[config.mk]
export PLATFORM = sky130hd
export DESIGN_NAME = pace_timer
export DESIGN_NICKNAME = d
export VERILOG_FILES = /design/src/pace_timer.sv
export SDC_FILE = /design/constraint.sdc
export NUM_CORES = 1
export LEC_CHECK = 0
export BUFFER_PORTS_ARGS = -buffer_cell sky130_fd_sc_hd__buf_2
export CORE_AREA = 5 5 42 44
export DETAILED_ROUTE_END_ITERATION = 12
export DIE_AREA = 0 0 47 49
export SLEW_MARGIN = 20
export SYNTH_ARGS = -nofsm -noshare
export SYNTH_HDL_FRONTEND = slang
export SYNTH_SLANG_ARGS = --single-unit
[constraint.sdc]
create_clock -name clk -period 2.3 [get_ports clk]
set_clock_uncertainty 0.2 [all_clocks]
set_input_delay 0.46 -clock clk [delete_from_list [all_inputs] [get_ports clk]]
set_output_delay 0.46 -clock clk [all_outputs]
set_load 0.01 [all_outputs]
[src/pace_timer.sv]
// ================================================
// loadable gap counter, expired once it hits zero
// ================================================
`timescale 1ns/1ps

module pace_timer (
  input  logic       clk,
  input  logic       rst,
  input  logic       i_load,
  input  logic [7:0] i_count,
  output logic       o_expired
);

  logic [7:0] cnt_q;

  always_ff @(posedge clk) begin
    if (rst) begin
      cnt_q <= '0;                 // expired straight out of reset
    end else if (i_load) begin
      cnt_q <= i_count;
    end else if (cnt_q != '0) begin
      cnt_q <= cnt_q - 8'd1;
    end
  end

  // stays set until the next load
  assign o_expired = (cnt_q == '0);

endmodule

---- Word level (Yosys, flattened, before mapping) ----
Cells that the tools add are included.
W data, S select, Z words.
storage, ports and cells
  register bits ........................... 8
  logic and storage cells ................. 7
  bits of input ports ..................... 11
operators by class
  muxes and demuxes ....................... 2
  reductions and logical operators ........ 3
  add/sub/neg operators ................... 1
operators with widths
  operator               count
  $mux W8                2
  $logic_not A8 Y1       1
  $reduce_bool A8 Y1     1
  $sub A8 B1 Y8 const B  1
  $reduce_bool A2 Y1     1

---- Depth between registers and ports, before layout ----
  depth in word-level cells ............... 3
  gate-level depth with buffers ........... 6
  gate-level depth less buffers ........... 5

---- Worst setup path before layout ----
OpenSTA, ideal clock, no wires.
  path kind ............................... reg-to-reg
  from .................................... register cnt_q[0]
  to ...................................... register cnt_q[0]
  stages on the path, launching flop included .. 7
  data required time ...................... 2.027 ns
  setup time .............................. 0.073 ns
  period minus slack after synthesis ...... 1.733 ns
  path slack .............................. 0.567 ns
  arrival time ............................ 1.460 ns
  cells stage by stage .................... dfxtp_1 inv_1 ha_1 and4bb_1 buf_6 or4_4 o211ai_2
on the way
  cells in the longest elaborated chain, start to end .. 3
  elaborated cells on any way between the ends .. 5
  those cells by class .................... add/sub (1); mux (2); reduce/logical (2)
ends and longest elaborated chain
  what                    line  source
  from (decl)             14    logic [7:0] cnt_q;
  from (signal assigned)  20    cnt_q <= i_count;
  from (signal assigned)  22    cnt_q <= cnt_q - 8'd1;
  $sub A8 B1 Y8           22
  $mux W8                 21    end else if (cnt_q != '0) begin
  $mux W8                 19    end else if (i_load) begin
Parallel ways exist; a longest one is shown, timed or not. The select of a mux whose other input is x is not followed.
A chain may end at the register's enable or synchronous reset.

---- Worst setup path after layout ----
  from .................................... register cnt_q[3]
  to ...................................... output o_expired
on the way
  cells in the longest elaborated chain, start to end .. 1
ends and longest elaborated chain
  what              line  source
  $logic_not A8 Y1  27    assign o_expired = (cnt_q == '0);
  to (decl)         11    output logic o_expired
No other way between the ends.

==> results by group <==
Critical path
  – Crit path buf inv count: 1
  – Startpoint Class: flip-flop
  – Critical path's slowest cell: nor4_4
  – Worst endpoint required time: about 1600 ps
  – Critical path class: flip-flop to output pin
  – WP data arrival: about 1500 ps
  – Critical path endpoint category: output pin
  – Delay-heaviest family, CP: simple AND/OR/NAND/NOR gates
  – Worst Path Max Fanout: 5
  – CP Cell Sequence: nor4_4 > and4bb_1 > buf_2
  – Critical Path Max Stage Delay: about 380 ps

STA
  – TNS Setup: 0 ps
  – Min cycle time layout: between 2000 and 2500 ps
  – Slew Viols, Final: 0
  – Setup Viol. Count Final: 0
  – Slew @ Worst Pin: roughly 310 ps
  – Final worst-path cycle share: 0.948
  – Max transition margin: 0.793
  – Unrepaired setup endpoints after global routing: false
  – Final hold vios: 0
  – FMAX: between 400 and 500 MHz

Placement
  – Final Wtd Congestion: 0.688
  – IO Port Bufs: 11
  – Cells after DPL: slightly below 80
  – Post-DP HPWL: 741 um

Global routing
  – Global Route Usage Sum: 0.101
  – Total grt overflow: 0
  – First-pass GRT wire length: approximately 1.8 mm
  – Vias in the first global route: 400
  – Initial antenna violation count: 0
  – Largest net degree at the start of global routing: 15

Clock tree
  – Cts hold-fix bufs: 0
  – Clock Path Buffers: 2
  – Clk sinks: 8
  – Post-CTS Resized: 0
  – Postcts setup bufs: 0
  – Num CTS Buffers: 3
  – Worst-path clk slew: approximately 60 ps
  – CTS tree: yes
  – Root Driver: clkbuf_4
  – Clock latency at the later pin of the worst-skew pair: between 200 and 300 ps
  – H-tree Lvls: 1

Floorplan
  – Die area: 2300 um^2
  – Starting density of the core: 0.339
  – Top Ports: 12
  – Die H: 49 um
  – Core ar.: roughly 1400 um^2
  – Die X: 47 um
  – Core Rows: 14

Logic synthesis
  – Synthesis-stage register bit count: 8
  – Sequential fraction of the synthesis area: 0.337
  – Post-synth net total: 65
  – Syn Inst Count: 53
  – Synthesis Warnings: 0
  – Synth cell types: 25
  – Mapped Avg Cell Area: between 8 and 9 um^2
  – Synth Cell Area: approximately 480 um^2

Drt
  – Routed WL: ~990 um
  – Initial DRC count: 4
  – Post-DRT Antenna Nets: 0
  – Average routed wire per standard cell: between 10 and 15 um
  – Via-to-Cell Ratio: between 5 and 6
  – DRC: 0
  – First-pass DRT Iterations: 2
  – Vias: slightly above 400

Layout
  – Number of fill cells: about 160
  – Largest Register: cnt_q
  – Largest register FFs: 8
  – Nets: 79
  – Non-filler instance count after layout: 81
  – Fin util: 0.401
  – # diodes: 0
  – Largest regs: cnt_q (8)
  – Share of cells above drive strength 1: 0.292
  – Synthesis-to-layout area growth: 18.2%

Power and ir drop
  – Max VDD drop: roughly 0.00037 V
  – Leakage power: about 0.23 nW
  – Pwr dens: 707 nW/um^2

Status
  – Status: completed

Job
  – Maxcap violations: 0

Worst hold path
  – Min-delay worst type: input port to flip-flop
## cell usage after synthesis, drive strengths merged
| master | number | area [um^2] |
|---|---|---|
| a211oi | 1 | 7.51 |
| a21boi | 1 | 7.51 |
| a21oi | 1 | 5.00 |
| a311oi | 1 | 8.76 |
| and4b | 1 | 10.0 |
| and4bb | 1 | 12.5 |
| buf | 1 | 11.3 |
| clkbuf | 2 | 7.51 |
| dfxtp | 8 | 160 |
| ha | 1 | 12.5 |
| inv | 3 | 11.3 |
| mux2i | 1 | 10.0 |
| nand2 | 8 | 30.0 |
| nor2 | 2 | 7.51 |
| nor2b | 2 | 12.5 |
| nor3 | 5 | 25.0 |
| nor3b | 1 | 7.51 |
| nor4 | 1 | 21.3 |
| o211ai | 1 | 12.5 |
| o21a | 1 | 7.51 |
| o32ai | 4 | 35.0 |
| or2 | 1 | 6.26 |
| or4 | 1 | 11.3 |
| xnor2 | 3 | 26.3 |
| xor2 | 1 | 8.76 |
## cells by family after synthesis
family	after synthesis	synth area share
simple gates	23	0.303
compound gates	10	0.176
flops	8	0.337
buf+inv	6	0.0632
xor+xnor	4	0.0737
mux	1	0.0211
fa+ha+maj	1	0.0263
## through the flow
stage	power (mW)	hold slack [ps]	setup WS, ps	cell area, um^2
after floorplan	0.267	376	567	475
after global placement	0.292	408	428	539
after detailed placement	0.293	417	386	539
after CTS	0.402	269	112	562
after global routing	0.431	270	5.53	562
final	0.397	270	119	562
## path summary, 6_finish.rpt
check	startpoint	end	slack, ps	depth (start not counted)
setup / recovery	cnt_q[3]	o_expired	120	3
hold / removal	i_count[6]	cnt_q[6]	270	3
setup reg to reg	cnt_q[0]	cnt_q[0]	500	5
hold reg to reg	cnt_q[5]	cnt_q[5]	420	2
## area by class of cell
type | count | area [um^2] | area share
clock buffer | 3 | 22.5 | 0.0401
inverter | 3 | 11.3 | 0.0200
multi-input combinational | 39 | 285 | 0.508
sequential | 8 | 160 | 0.285
tap | 16 | 20.0 | 0.0356
timing repair buffer | 12 | 62.6 | 0.111
## power breakdown
part,total [mW],switching [mW],internal (mW)
clock network,0.107,0.0475,0.0597
logic,0.114,0.0543,0.0599
registers,0.176,0.0203,0.155
## layout by cell type, fill, tap and decap left out, types with 2 or more instances in the layout
cell type  instances
buf_2             11
clkbuf_4           3
dfxtp_1            8
inv_1              3
nand2_1            8
nor2_1             2
nor2b_1            2
nor3_1             5
o32ai_1            4
xnor2_1            3
## worst reg2reg max path: stages, from the launching register on
cell	delay (ps)
dfxtp_1	380
inv_1	80
ha_1	270
and4bb_1	290
or4_4	440
o211ai_2	80
## metal layers
layer  track usage  share of wire  vias up
met3        0.0369          0.055        2
met5             0              0        -
met1         0.147           0.44      181
met2         0.131           0.49        7
li1              -              -      218
met4        0.0415         0.0081        0
(Power assumes the default switching activity.)
