## src/cache_defs.svh

```systemverilog
// ================================================
// cache geometry and address split macros
// included by the packages and the cache RTL
// ================================================
`ifndef CACHE_DEFS_SVH
`define CACHE_DEFS_SVH

`define CACHE_ADDR_W   64                 // byte address
`define CACHE_WORD_W   64                 // cpu-side word
`define CACHE_LINE_W   512                // eight words per line
`define CACHE_LINES    8

// word select inside a line
`define CACHE_OFS_LSB  3
`define CACHE_OFS_MSB  5

// line index
`define CACHE_IDX_LSB  6
`define CACHE_IDX_MSB  8

`define CACHE_TAG_LSB  9                  // tag runs up to the address msb
`define CACHE_TAG_W    (`CACHE_ADDR_W - `CACHE_TAG_LSB)

`endif

```

## src/cache_pkg.sv

```systemverilog
// ================================================
// cache data types, memory opcodes, controller states
// ================================================
`include "cache_defs.svh"

package cache_pkg;

  typedef logic [`CACHE_ADDR_W-1:0] addr_t;
  typedef logic [`CACHE_WORD_W-1:0] word_t;
  typedef logic [`CACHE_LINE_W-1:0] line_t;
  typedef logic [`CACHE_TAG_W-1:0]  tag_t;

  typedef enum logic {
    MEM_READ  = 1'b0,
    MEM_WRITE = 1'b1
  } mem_op_e;

  typedef enum logic [2:0] {
    C_IDLE, C_LOOKUP, C_FILL, C_UPDATE, C_WRITE_MEM, C_ACK
  } ctrl_state_e;

endpackage

```

## src/cache_ctrl_fsm.sv

```systemverilog
// ================================================
// cache controller, lookup then fill and write-through
// acks the cpu side once per request
// ================================================
`timescale 1ns/1ps
`include "cache_defs.svh"

module cache_ctrl_fsm (
  input  logic                     clk,
  input  logic                     rst,
  input  logic                     i_req,
  input  cache_pkg::mem_op_e       i_op,
  input  logic [`CACHE_ADDR_W-1:0] i_addr,
  input  logic                     i_hit,
  input  logic [`CACHE_LINE_W-1:0] i_line,
  input  logic                     i_mem_ready,
  output logic                     o_ack,
  output logic                     o_fill,
  output logic                     o_wr,
  output logic                     o_mem_valid,
  output cache_pkg::mem_op_e       o_mem_op,
  output logic [`CACHE_ADDR_W-1:0] o_mem_addr,
  output logic [`CACHE_LINE_W-1:0] o_mem_wdata
);

  cache_pkg::ctrl_state_e state_q;
  cache_pkg::ctrl_state_e state_d;

  always_ff @(posedge clk) begin
    if (rst) begin
      state_q <= cache_pkg::C_IDLE;
    end else begin
      state_q <= state_d;
    end
  end

  always_comb begin
    state_d = state_q;
    case (state_q)
      cache_pkg::C_IDLE: begin
        if (i_req) begin
          state_d = cache_pkg::C_LOOKUP;
        end
      end
      cache_pkg::C_LOOKUP: begin
        if (!i_hit) begin
          state_d = cache_pkg::C_FILL;     // allocate on read and write
        end else if (i_op == cache_pkg::MEM_WRITE) begin
          state_d = cache_pkg::C_UPDATE;
        end else begin
          state_d = cache_pkg::C_ACK;
        end
      end
      cache_pkg::C_FILL: begin
        if (i_mem_ready && i_op == cache_pkg::MEM_WRITE) begin
          state_d = cache_pkg::C_UPDATE;
        end else if (i_mem_ready) begin
          state_d = cache_pkg::C_ACK;
        end
      end
      cache_pkg::C_UPDATE:    state_d = cache_pkg::C_WRITE_MEM;
      cache_pkg::C_WRITE_MEM: begin
        if (i_mem_ready) begin
          state_d = cache_pkg::C_ACK;
        end
      end
      cache_pkg::C_ACK:       state_d = cache_pkg::C_IDLE;
      default:                state_d = cache_pkg::C_IDLE;
    endcase
  end

  assign o_ack  = (state_q == cache_pkg::C_ACK);
  assign o_fill = (state_q == cache_pkg::C_FILL) && i_mem_ready;  // line lands with ready
  assign o_wr   = (state_q == cache_pkg::C_UPDATE);

  // memory side held steady by state until ready
  assign o_mem_valid = (state_q == cache_pkg::C_FILL) || (state_q == cache_pkg::C_WRITE_MEM);
  assign o_mem_addr  = {i_addr[`CACHE_ADDR_W-1:`CACHE_IDX_LSB], {`CACHE_IDX_LSB{1'b0}}};
  assign o_mem_wdata = i_line;   // already holds the new word in C_WRITE_MEM

  always_comb begin
    if (state_q == cache_pkg::C_WRITE_MEM) begin
      o_mem_op = cache_pkg::MEM_WRITE;
    end else begin
      o_mem_op = cache_pkg::MEM_READ;
    end
  end

endmodule

```

## config.mk

```make
export PLATFORM = sky130hd
export DESIGN_NAME = cache_ctrl_fsm
export DESIGN_NICKNAME = d
export VERILOG_FILES = /design/src/cache_pkg.sv /design/src/cache_ctrl_fsm.sv
export VERILOG_INCLUDE_DIRS = /design/src /design/src/src
export SDC_FILE = /design/constraint.sdc
export NUM_CORES = 1
export LEC_CHECK = 0
export ABC_AREA = 1
export BUFFER_PORTS_ARGS = -buffer_cell sky130_fd_sc_hd__buf_2
export CORE_AREA = 2 2 447 449
export CTS_BUF_LIST = sky130_fd_sc_hd__clkbuf_16
export CTS_CLUSTER_DIAMETER = 50
export CTS_CLUSTER_SIZE = 16
export DETAILED_ROUTE_END_ITERATION = 6
export DIE_AREA = 0 0 449 451
export SYNTH_ARGS = -nofsm -noshare
export SYNTH_HDL_FRONTEND = slang
export SYNTH_SLANG_ARGS = --single-unit
```

## constraint.sdc

```tcl
create_clock -name clk -period 1.2 [get_ports clk]
set_input_delay 0.12 -clock clk [delete_from_list [all_inputs] [get_ports clk]]
set_output_delay 0.12 -clock clk [all_outputs]
set_load 0.005 [all_outputs]
```

---- Yosys cells after proc, flatten, opt, wreduce, memory -nomap -nowiden ----
Cells that the tools add are included.
cells by class
  reduce and logical (&&, ||, !) cells .... 4
  muxes and demuxes ....................... 7
  equal/unequal tests ..................... 6
operators by type and width
  cell                                                                   number
  3-bit two-way mux                                                      5
  3-bit case mux with 5 select lines                                     1
  3-bit by 2-bit equality test with 1-bit output, second input constant  2
  3-bit equality test, second input constant                             2
  3-bit by 1-bit equality test with 1-bit output, second input constant  1
  3-bit zero test                                                        1
  1-bit logical AND                                                      2
  2-bit != test, second input constant                                   1
  1-bit logical OR                                                       1
  1-bit two-way mux                                                      1
word-level totals
  output and inout port bits .............. 581
  input port bits ......................... 582
  bits in registers ....................... 3
  word-level logic and storage cells ...... 18

---- Logic depth before layout (Yosys ltp) ----
  depth in word-level cells ............... 3
  mapped depth ............................ 7
  mapped depth without buffers ............ 7

---- Worst setup path after synthesis ----
Ideal clock, no wire load.
  path type ............................... flip-flop to flip-flop
  start point ............................. register state_q[1]
  end point ............................... register state_q[0]
  stages on the path, launching flop included .. 7
  data arrival time ....................... 810 ps
  period minus slack after synthesis ...... 876 ps
  path buffers ............................ 1
  setup slack ............................. 324 ps
  cell sequence ........................... dfxtp_1 > buf_6 > nor2_2 > nand2_1 > nand2_2 > nand2_2 > a21oi_2
on the way
  longest elaborated chain between the ends .. 2
RTL lines
  what                                                                        line                  text
  from (decl)                                                                 cache_ctrl_fsm.sv:26  cache_pkg::ctrl_state_e state_q;
  from (signal assigned)                                                      cache_ctrl_fsm.sv:31  state_q <= cache_pkg::C_IDLE;
  from (signal assigned)                                                      cache_ctrl_fsm.sv:33  state_q <= state_d;
  3-bit equality test (tied with other cells)                                 cache_ctrl_fsm.sv:39  case (state_q)
  3-bit case mux with 5 select lines / 2-bit != test (equally long branches)  n/a
Several ways; a longest one is shown, not always the timed one.
A chain may end at the register's enable or synchronous reset.

---- Final worst setup path ----
  start point ............................. register state_q[1]
  end point ............................... output port o_ack
on the way
  longest elaborated chain between the ends .. 1
RTL lines
  what                 line                  text
  3-bit equality test  cache_ctrl_fsm.sv:72  assign o_ack = (state_q == cache_pkg::C_ACK);
  to (decl)            cache_ctrl_fsm.sv:17  output logic o_ack,
Every way passes these cells.

==> flow_metrics.py <==
metrics = {
    "run_status": {
        "status": "complete, no violations",
    },
    "layout": {
        "top_regs": "state_q (3)",
        "areaGrowthSynthToFinish_pct": -18.06,
        "fin_cells": 2721,
        "largest_reg_flops": 3,
        "regMostFlops": "state_q",
        "nets": 647,
        "fill_cells": 23872,
        "drive_above_1_share_pct": 40.63,
    },
    "die": {
        "start_util_pct": 2.313,
        "die_area_sq_mm": 0.2025,
        "num_rows": 164,
        "core_sq_mm": 0.1982,
        "fp.dieH_microns": 451,
        "boundaryPins": 1163,
        "die_w_microns": 449,
    },
    "cts": {
        "cts-buffers-inserted": 3,
        "clock_latency_ns": 0.24,
        "cts_root_buf": "clkbuf_16",
        "cts_setup_buffers": 0,
        "htree_levels": 1,
        "clock_path_buffers": 2,
        "clock-sinks": 3,
        "cts.clk_slew.worst_paths_ns": 0.03,
        "cts_tree": "yes",
    },
    "pwr": {
        "p_seq_share_pct": 17.4,
        "p_switching_uw": 253.3,
        "p_leak_uw": 0.0002523,
        "p_per_area_mw_per_mm2": 238.6,
        "p_total_uw": 896.6,
        "p_clk_share_pct": 58.4,
        "vdd_drop_max_v": 0.0003662,
        "swShare_pct": 28.25,
        "combinationalPowerShare_pct": 24.3,
        "p_int_uw": 643.3,
    },
    "logic_synthesis": {
        "ys_ff_latch": 3,
        "synth_flop_cell": "dfxtp_1",
        "synthArstFlopShare_pct": 0,
        "synth_area_leaders": "buf_4, dfxtp_1, nand2_1, inv_1, nor2_1",
        "yosysUniqueCellTypes": 18,
        "seq_area_frac_synth_pct": 1.310,
        "synth_top_area_share_pct": 94.30,
        "synthCells": 621,
        "syn_area_sq_mm": 0.004586,
        "synthTopCellsByCount": "buf_4, nand2_1, inv_1",
        "yosysMostFrequentCell": "buf_4",
        "synth_edf_count": 0,
        "synth_top_area_cell": "buf_4",
        "synth.avg_cell_area_sq_um": 7.384,
        "yosys_warnings": 0,
    },
    "sta": {
        "slew_violations": 0,
        "fin_crit_sh_pct": 97.99,
        "fmaxAchievable_mhz": 850.4,
        "hold_viol": 0,
        "fin_crit_ns": 1.176,
        "finalSetupViolCount": 0,
        "timing.clock.skew_ns": 0.001331,
    },
    "route": {
        "dr.pass1.iters": 4,
        "drc": 0,
        "avgViaCountPerCell": 0.7453,
        "wl_microns": 194700,
        "vias": 2028,
        "dr.first_iter.drc_count": 216,
        "ant_nets": 0,
        "wl_per_cell_microns": 71.55,
    },
    "worst_setup_path": {
        "crit_chain": "buf_4 > nor3_1 > buf_2",
        "crit_family": "flip-flops",
        "required_ns": 1.08,
        "end_kind": "output port",
        "cp_max_fo": 5,
        "crit_arrival_ns": 1.06,
        "crit_path_max_incr_delay_ns": 0.33,
        "crit_slowest_cell": "dfxtp_2",
        "rr_startpoint": "state_q[1]$_SDFFE_PP0P_",
        "cp_num_buf_inv": 2,
        "crit_type": "flip-flop to output port",
        "startpoint_type": "flip-flop",
        "cp-startpoint": "state_q[1]$_SDFFE_PP0P_",
    },
    "global_route": {
        "grt_overflow": 0,
        "grt_pass1_vias": 1620,
        "antenna_found_initial": 3,
        "grt_pass1_wl_microns": 201300,
        "grt_start_max_net_pins": 9,
        "grt_use_total_pct": 18.60,
    },
    "placement": {
        "io_buffer_count": 10,
        "dp_hpwl_microns": 192400,
        "gp_congestion": 0.9344,
        "post-place-cells": 2716,
    },
    "worst_hold_path": {
        "worstHoldStart": "rst",
        "hold_class": "primary input to flip-flop",
    },
    "run": {
        "drv_cap": 0,
    },
}
==> stage by stage <==
stage | setup slack (ns) | hold slack [ns] | area (sq um) | setup TNS (ns) | util [%]
6_report | 0.02412 | 0.07161 | 3757 | 0 | 1.896
3_5_place_dp | 0.1914 | 0.2401 | 3665 | 0 | 1.849
4_1_cts | 0.02545 | 0.06846 | 3750 | 0 | 1.892
5_1_grt | -0.002833 | 0.07890 | 3757 | -0.002833 | 1.896
2_1_floorplan | 0.3241 | 0.1891 | 4604 | 0 | -
3_3_place_gp | 0.1726 | 0.2401 | 3665 | 0 | 1.849
==> worst paths after layout <==
check | to | slack [ns] | depth (start not counted)
setup / recovery | o_ack | 0.02 | 3
hold / removal | state_q[1]$_SDFFE_PP0P_ | 0.07 | 2
setup reg to reg | state_q[1]$_SDFFE_PP0P_ | 0.24 | 5
hold reg to reg | state_q[1]$_SDFFE_PP0P_ | 0.59 | 4
==> kinds of logic after synthesis <==
| kind of cell | Yosys count | synth area share [%] |
|---|---|---|
| buffers and inverters | 586 | 95.28 |
| AND/OR/NAND/NOR | 25 | 2.483 |
| AO/OA/AOI/OAI | 6 | 0.8455 |
| flip-flops | 3 | 1.310 |
| other | 1 | 0.08178 |
==> cell usage in the layout (no fill, tap or decap) <==
master	synthesis	layout
a21oi_2	1	1
conb_1	1	6
nand3b_1	1	1
nor2_1	6	5
o21ai_0	1	1
clkbuf_16	0	3
o211ai_1	2	2
buf_12	0	1
inv_2	1	2
dfxtp_2	0	3
o21ai_1	1	1
nor2_2	2	3
buf_4	576	1
nand2_1	9	9
nand2_2	2	2
diode_2	0	1
buf_2	0	9
nor3_1	1	1
nand3_1	4	3
nand3_2	0	1
a21oi_1	1	1
inv_1	8	8
==> power by group through the flow <==
stage	sequential, uW	clock [uW]	combinational, uW
5_1_grt	160	535	246
2_1_floorplan	140	0	1700
3_5_place_dp	149	0	215
3_3_place_gp	150	0	222
6_report	156	523	218
4_1_cts	154	529	217
==> cell type report <==
type	count	area, sq um	area share [%]
multi-input cells	37	182.7	4.862
clock buffers	3	75.07	1.998
inverters	9	33.78	0.8991
repair buffers	11	72.57	1.931
diodes	1	2.502	0.06660
clock inverters	1	3.754	0.09990
flip-flops and latches	3	63.81	1.698
well taps	2656	3323	88.45
==> worst reg2reg max path: stages (launching register included) <==
cell	delay, ns
dfxtp_2	0.35
buf_4	0.14
inv_1	0.05
o21ai_0	0.14
nand2_1	0.07
a21oi_1	0.13
==> routing by layer <==
metal	up-vias	wire length, microns	GRT usage [%]	part of all wire [%]
met4	14	904	1.336	0.46
met5	-	1373	4.759	0.71
li1	171	-	-	-
met2	1355	101200	34.19	52
met3	33	83310	37.92	43
met1	455	7865	1.959	4.0
==> timing repair <==
| action | 4_1_cts | 5_1_grt |
|---|---|---|
| hold buffers | 0 | 0 |
| endpoints found under the setup margin | 3 | 2 |
| resized for setup | 4 | 2 |
| pin swaps | 0 | 0 |
(Power assumes the default switching activity.)
