===== src/cache_defs.svh =====
// ================================================
// cache geometry and address split macros
// included by the packages and the cache RTL
// ================================================
`ifndef CACHE_DEFS_SVH
`define CACHE_DEFS_SVH

`define CACHE_ADDR_W   64                 // byte address
`define CACHE_WORD_W   64                 // cpu-side word
`define CACHE_LINE_W   512                // eight words per line
`define CACHE_LINES    8

// word select inside a line
`define CACHE_OFS_LSB  3
`define CACHE_OFS_MSB  5

// line index
`define CACHE_IDX_LSB  6
`define CACHE_IDX_MSB  8

`define CACHE_TAG_LSB  9                  // tag runs up to the address msb
`define CACHE_TAG_W    (`CACHE_ADDR_W - `CACHE_TAG_LSB)

`endif


===== src/cache_pkg.sv =====
// ================================================
// cache data types, memory opcodes, controller states
// ================================================
`include "cache_defs.svh"

package cache_pkg;

  typedef logic [`CACHE_ADDR_W-1:0] addr_t;
  typedef logic [`CACHE_WORD_W-1:0] word_t;
  typedef logic [`CACHE_LINE_W-1:0] line_t;
  typedef logic [`CACHE_TAG_W-1:0]  tag_t;

  typedef enum logic {
    MEM_READ  = 1'b0,
    MEM_WRITE = 1'b1
  } mem_op_e;

  typedef enum logic [2:0] {
    C_IDLE, C_LOOKUP, C_FILL, C_UPDATE, C_WRITE_MEM, C_ACK
  } ctrl_state_e;

endpackage


===== src/cache_array.sv =====
// ================================================
// direct-mapped tag, valid and data store
// hit is combinational, fill and word write on the clock
// ================================================
`timescale 1ns/1ps
`include "cache_defs.svh"

module cache_array (
  input  logic                     i_clk,
  input  logic                     i_rst,
  input  logic [`CACHE_ADDR_W-1:0] i_addr,
  input  logic                     i_fill,
  input  logic [`CACHE_LINE_W-1:0] i_fill_line,
  input  logic                     i_wr,
  input  logic [`CACHE_WORD_W-1:0] i_wdata,
  output logic                     o_hit,
  output logic [`CACHE_WORD_W-1:0] o_rdata,
  output logic [`CACHE_LINE_W-1:0] o_line
);

  logic [`CACHE_LINES-1:0] valid_q;
  cache_pkg::tag_t         tag_q  [`CACHE_LINES];
  cache_pkg::line_t        data_q [`CACHE_LINES];

  logic [`CACHE_IDX_MSB-`CACHE_IDX_LSB:0] idx;
  logic [`CACHE_OFS_MSB-`CACHE_OFS_LSB:0] ofs;
  cache_pkg::tag_t                        tag;

  // address split
  assign idx = i_addr[`CACHE_IDX_MSB:`CACHE_IDX_LSB];
  assign ofs = i_addr[`CACHE_OFS_MSB:`CACHE_OFS_LSB];
  assign tag = i_addr[`CACHE_ADDR_W-1:`CACHE_TAG_LSB];

  assign o_hit   = valid_q[idx] && (tag_q[idx] == tag);
  assign o_line  = data_q[idx];                                   // write-through source
  assign o_rdata = o_line[ofs*`CACHE_WORD_W +: `CACHE_WORD_W];

  always_ff @(posedge i_clk) begin
    if (i_rst) begin
      valid_q <= '0;
    end else if (i_fill) begin
      valid_q[idx] <= 1'b1;
    end
  end

  // line and tag storage
  always_ff @(posedge i_clk) begin
    if (i_fill) begin
      tag_q[idx]  <= tag;
      data_q[idx] <= i_fill_line;
    end else if (i_wr) begin
      // merge one word into the resident line
      data_q[idx][ofs*`CACHE_WORD_W +: `CACHE_WORD_W] <= i_wdata;
    end
  end

endmodule


===== config.mk =====
export PLATFORM = sky130hd
export DESIGN_NAME = cache_array
export DESIGN_NICKNAME = d
export VERILOG_FILES = /design/src/cache_pkg.sv /design/src/cache_array.sv
export VERILOG_INCLUDE_DIRS = /design/src /design/src/src
export SDC_FILE = /design/constraint.sdc
export NUM_CORES = 2
export LEC_CHECK = 0
export BUFFER_PORTS_ARGS = -buffer_cell sky130_fd_sc_hd__clkbuf_2
export CELL_PAD_IN_SITES_DETAIL_PLACEMENT = 1
export CELL_PAD_IN_SITES_GLOBAL_PLACEMENT = 2
export CORE_ASPECT_RATIO = 0.6
export CORE_MARGIN = 1
export CORE_UTILIZATION = 30
export CTS_CLUSTER_DIAMETER = 40
export CTS_CLUSTER_SIZE = 12
export DETAILED_ROUTE_END_ITERATION = 16
export GPL_ROUTABILITY_DRIVEN = 0
export PLACE_DENSITY = 0.59
export SYNTH_ARGS = -nofsm -noshare
export SYNTH_HDL_FRONTEND = slang
export SYNTH_MEMORY_MAX_BITS = 65536
export SYNTH_SLANG_ARGS = --single-unit
export TNS_END_PERCENT = 5

===== constraint.sdc =====
create_clock -name i_clk -period 17.6 [get_ports i_clk]
set_clock_uncertainty 0.2 [all_clocks]
set_input_delay 1.76 -clock i_clk [delete_from_list [all_inputs] [get_ports i_clk]]
set_output_delay 1.76 -clock i_clk [all_outputs]
set_load 0.05 [all_outputs]

-- Word level (Yosys, flattened, before mapping)
Memories as Yosys holds them, arrays and structs flattened.
Cells that the tools add are included.
- add/subtract/negate cells: 1
- magnitude comparators: 2
- equal/unequal tests: 1
- shift operators: 3
- muxes and demuxes: 521
- bitwise operators: 513
- reduce and logical (&&, ||, !) cells: 2
- operators by type and width (operator ; count):
    1-bit 2-to-1 mux ; 518
    512-bit 2-to-1 mux ; 1
    1-bit bitwise OR ; 512
    64-bit by 34-bit variable shift with 512-bit output, first input constant ; 1
    512-bit by 10-bit variable part select with 64-bit output ; 1
    64-bit by 34-bit variable part select with 512-bit output ; 1
    55-bit == test ; 1
    9-bit negator with 34-bit output ; 1
    8-bit bitwise OR ; 1
    3-bit by 4-bit < comparator with 1-bit output, second input constant ; 1
    1-bit binary-select mux with 3-bit select ; 1
    1-bit demux with 3-bit select ; 1
    3-bit by 1-bit greater-or-equal comparator with 1-bit output, second input constant ; 1
    1-bit logical AND ; 2
- flip-flop bits (word level): 8
- memory bits (writable): 4536
- output and inout port bits: 577
- memories: 2
- memory list (memory ; words ; bits a word ; read ports ; clocked after memory_dff ; wr ports ; line ; RTL):
    data_q ; 8 ; 512 ; 1 ; 0 ; 1 ; cache_array.sv:23 ; cache_pkg::line_t data_q [`CACHE_LINES];
    tag_q ; 8 ; 55 ; 1 ; 0 ; 1 ; cache_array.sv:22 ; cache_pkg::tag_t tag_q [`CACHE_LINES];

-- Longest topological paths before layout
- depth in word-level cells: 5
- gate-level depth with buffers: 14
- mapped depth without buffers: 8

-- Worst setup path before layout
OpenSTA, ideal clock, no wires.
- kind: input to register
- start: in i_addr[4]
- end: mem data_q[0][192] in the netlist's numbering (enable)
- library setup time: 487 ps
- arrival: 6613 ps
- required time: 16913 ps
- slack: 10300 ps
- stages: 9
- buffers on the path: 3
- path through: inv_2 clkbuf_1 clkbuf_1 ha_1 nor3b_1 and3_1 clkbuf_1 nor2_1 nor2_1
- cells in the longest elaborated chain, start to end: 4
- ends and longest elaborated chain (element ; line ; RTL):
    start: declaration ; cache_array.sv:11 ; input logic [`CACHE_ADDR_W-1:0] i_addr,
    9-bit negator with 34-bit output ; cache_array.sv:53 ; data_q[idx][ofs*`CACHE_WORD_W +: `CACHE_WORD_W] <= i_wdata;
    64-bit by 34-bit variable shift with 512-bit output ; cache_array.sv:53 ;
    512-bit 2-to-1 mux ; cache_array.sv:53 ;
    1-bit bitwise OR (no line) ; n/a ;
    end: declaration ; cache_array.sv:23 ;
No other way between the ends.

-- Final worst setup path
- start: in i_addr[7]
- end: out o_rdata[47]
- cells in the longest elaborated chain, start to end: 2
- ends and longest elaborated chain (element ; line ; RTL):
    memory 8 x 512 bit ; n/a ;
    512-bit by 10-bit variable part select with 64-bit output ; cache_array.sv:36 ; assign o_rdata = o_line[ofs*`CACHE_WORD_W +: `CACHE_WORD_W];
    end: declaration ; cache_array.sv:17 ; output logic [`CACHE_WORD_W-1:0] o_rdata,
No other way between the ends.

==> implementation parameters <==
Parameter                              Value

Drt
  WL final    880000 um
  DRC violations left    0
  Average wire length per cell after detail routing    44.7 um
  First drt pass iteration count    6
  Initial DRC count    17600
  Via density    5.87
  Vias    116000
  Final ANT Viol Nets    0

Clock network
  Clock buffer depth    4
  CTS HTree Levels    6
  Setup fix buffers added after clock tree synthesis    0
  Number of clock buffers inserted by TritonCTS    554
  Post-cts repair resize count    0
  Clock network latency to the later pin of the worst-skew pair    1.07 ns
  Clock tree from TritonCTS    done
  Quantity of hold-fixing buffers added after cts    0
  Sink Count    4544
  Clock Pin Slew Worst Setup and Hold Paths    0.06 ns
  Clock tree root driver cell    sky130_fd_sc_hd__clkbuf_16

Floorplanning
  Boundary pin count    1221
  Core box area    0.574 mm2
  Initial standard-cell utilization of the core    30.2%
  Overall die width    984 um
  Die area    0.582 mm2
  Placement Rows    215
  Die Height    591 um

Setup path
  Critical path class    primary input to primary output
  Ordered cell list for the critical path    buf_8, buf_4, nand2b_1, nor2_4, buf_12, buf_4, buf_4, a22oi_1, nand4_1, mux4_2, nor2_1, nor2_1, clkbuf_2
  Cell with the largest stage delay on the worst path    sky130_fd_sc_hd__nand4_1
  CP Capture Type    primary output
  Setup crit start kind    primary input
  Most common cell type on the critical path    sky130_fd_sc_hd__buf_4
  Setup slack of the most critical reg-to-reg path    16.81 ns
  Data arrival time of the critical path    8.21 ns
  Max stage delay on crit path    0.85 ns
  Critical path data required time    15.64 ns
  Max FO, Critical Path    76

Pwr
  Internal    0.0197 W
  Combinational group share of total power    11.6%
  Fraction of power consumed by sequential logic    46.0%
  Leak Pwr    68.2 nW
  VDD IR max    0.103 mV
  Sw frac    27.4%
  Portion of total power attributed to the clock network    42.5%
  Pwr per Cell Area    129 mW/mm2
  Total net switching power    0.00741 W

Global routing
  Maximum number of pins on one net before global-route repair    104
  Initial antenna violation count    300
  First-pass GRT wire length    1120000 um
  All-Layer GR Usage    29.1%
  Final global-route overflow total    0
  Number of global-route vias before repair    109000

Cells and area
  Syn-to-layout area delta    20.6%
  Highest-count cells in the layout ignoring fill and taps    sky130_fd_sc_hd__edfxtp_1 (4536), sky130_fd_sc_hd__a22oi_1 (1775), sky130_fd_sc_hd__clkbuf_2 (1213)
  Fill cell count    57500
  Share of post-route cells with drive strength above 1    26.2%
  Non-filler cells, final    19700
  Total number of nets in the final design    12000
  Most common library cell in the layout ignoring fill and taps    sky130_fd_sc_hd__edfxtp_1
  Final design area excluding fillers    0.209 mm2

Timing
  Worst hold slack across all endpoints    0.277 ns
  Worst-case setup margin in the final layout    7.43 ns
  Actual transition at the worst max-transition pin    1.53 ns
  Hold Violations, Final    0
  Total negative setup slack    0 ns
  Maximum clock frequency    0.0984 GHz
  RSZ-0062 raised after global routing    false
  Period utilisation layout    57.8%
  Rel. slew slack    -2.48%
  Count of endpoints failing setup in the final report    0
  Minimum clock period    10.17 ns
  Max Slew Vio Count    5

Min path
  Type of the worst min-delay path    register to register

Place
  Placement-stage worst setup slack    7.50 ns
  Instance area at placement    0.191 mm2
  Cells after DPL    18500
  Number of buffers inserted by port buffering    1217
  Dpl hpwl    589000 um

Synthesis
  Total number of yosys warnings    0
  Post-synth design cell area    0.174 mm2
  #FFs+latches synth    4544
  Share of synthesized flip-flops with an asynchronous set or reset    0%
  Number of different library cells in the post-synthesis netlist    49
  Post-synthesis cell count    9879
  Number of flops mapped to enable cells by yosys    4536
  Synthesized area per cell    17.6 um2
  Synthesized netlist net count    10500
  Main flop type after synthesis    sky130_fd_sc_hd__edfxtp_1
  Sequential area share after synthesis    78.6%

Outcome
  Violated checks    capacitance limit, slew limit
  Run status    finished, violations left

Run
  Count of max-cap constraint violations    2
synth_stat cells (3+ instances only):
library cell / number / share of area, %
sky130_fd_sc_hd__nor3_1: 6 / 0.017
sky130_fd_sc_hd__o221ai_1: 9 / 0.045
sky130_fd_sc_hd__nand4_1: 413 / 1.5
sky130_fd_sc_hd__buf_1: 55 / 0.12
sky130_fd_sc_hd__nor2b_1: 8 / 0.029
sky130_fd_sc_hd__dfxtp_1: 8 / 0.092
sky130_fd_sc_hd__mux4_2: 223 / 2.9
sky130_fd_sc_hd__o2111ai_1: 3 / 0.015
sky130_fd_sc_hd__a222oi_1: 11 / 0.063
sky130_fd_sc_hd__nand2b_1: 70 / 0.25
sky130_fd_sc_hd__nor4_1: 13 / 0.047
sky130_fd_sc_hd__o2bb2ai_1: 8 / 0.040
sky130_fd_sc_hd__and3_1: 8 / 0.029
sky130_fd_sc_hd__xor2_1: 3 / 0.015
sky130_fd_sc_hd__edfxtp_1: 4536 / 78
sky130_fd_sc_hd__nor2_1: 308 / 0.67
sky130_fd_sc_hd__clkbuf_1: 540 / 1.2
sky130_fd_sc_hd__a22oi_1: 1775 / 7.7
sky130_fd_sc_hd__buf_2: 60 / 0.17
sky130_fd_sc_hd__a221o_1: 6 / 0.035
sky130_fd_sc_hd__o21ai_1: 9 / 0.026
sky130_fd_sc_hd__mux2i_1: 109 / 0.63
sky130_fd_sc_hd__buf_6: 12 / 0.078
sky130_fd_sc_hd__inv_1: 3 / 0.0065
sky130_fd_sc_hd__and2_1: 3 / 0.011
sky130_fd_sc_hd__buf_4: 19 / 0.082
sky130_fd_sc_hd__o22ai_1: 9 / 0.032
sky130_fd_sc_hd__inv_2: 3 / 0.0065
sky130_fd_sc_hd__a221oi_1: 144 / 0.73
sky130_fd_sc_hd__mux2_2: 266 / 1.7
sky130_fd_sc_hd__nand3b_1: 65 / 0.28
sky130_fd_sc_hd__o21ai_0: 326 / 0.94
sky130_fd_sc_hd__o211ai_1: 9 / 0.039
sky130_fd_sc_hd__xnor2_1: 52 / 0.26
sky130_fd_sc_hd__a22o_1: 4 / 0.020
sky130_fd_sc_hd__nand3_1: 75 / 0.22
sky130_fd_sc_hd__nand2_1: 667 / 1.4
sky130_fd_sc_hd__a21oi_1: 25 / 0.072
final timing paths:
path / to / cells after the start / startpoint
worst max-delay path: o_rdata[47] / 13 / i_addr[7]
worst min register to register: valid_q[5]$_SDFFE_PP0P_ / 2 / valid_q[5]$_SDFFE_PP0P_
worst min-delay path: valid_q[5]$_SDFFE_PP0P_ / 2 / valid_q[5]$_SDFFE_PP0P_
worst max register to register: valid_q[4]$_SDFFE_PP0P_ / 2 / valid_q[4]$_SDFFE_PP0P_
per-layer routing:
| metal | routed length, um | vias to the layer above | track usage, % |
|---|---|---|---|
| li1 | - | 44100 | - |
| met3 | 110000 | 1585 | 10.1 |
| met4 | 59300 | 84 | 18.8 |
| met5 | 538 | - | 0 |
| met2 | 374000 | 8184 | 41.2 |
| met1 | 337000 | 61600 | 38.0 |
power by group through the flow:
stage / Clock (W) / Sequential [W] / Combinational (W)
after floorplan: 0 / 0.0126 / 0.00141
after global placement: 0 / 0.0126 / 0.00303
after detailed placement: 0 / 0.0127 / 0.00307
after CTS: 0.0116 / 0.0124 / 0.00308
after global routing: 0.0120 / 0.0125 / 0.00314
final: 0.0115 / 0.0124 / 0.00314
critical path, delay by kind of cell:
family | cells | cell delay (ns)
buf+inv | 6 | 3.07
mux | 1 | 0.60
compound gates | 1 | 0.19
simple gates | 5 | 2.11
area by class of cell:
cell class	count	area, um2	share of cell area, %
timing repair buffer	1649	9630	4.60
inverter	6	46.3	0.0221
clock inverter	307	3410	1.63
antenna	202	505	0.241
tap	7703	9640	4.60
sequential	4544	136000	65.1
clock buffer	634	14600	6.98
multi-input combinational	4643	35100	16.8
metrics by stage:
stage	total power (W)	utilization, %
after floorplan	0.0140	-
after CTS	0.0271	36.4
after global placement	0.0157	33.2
final	0.0271	36.5
after detailed placement	0.0157	33.2
after global routing	0.0276	36.4
sequential cells by signal, summed over array words and instances (netlist names):
name / count
data_q: 4096
tag_q: 440
valid_q: 8
kinds of logic after synthesis:
logic type	synth area share, %
buffers and inverters	1.63
and+or+nand+nor	4.52
xor gates and xnor gates	0.277
muxes	5.25
adders and majority gates	0.0144
AOI/OAI and AO/OA	9.75
DFF	78.6
No activity file was read; power rests on OpenSTA's default activity.
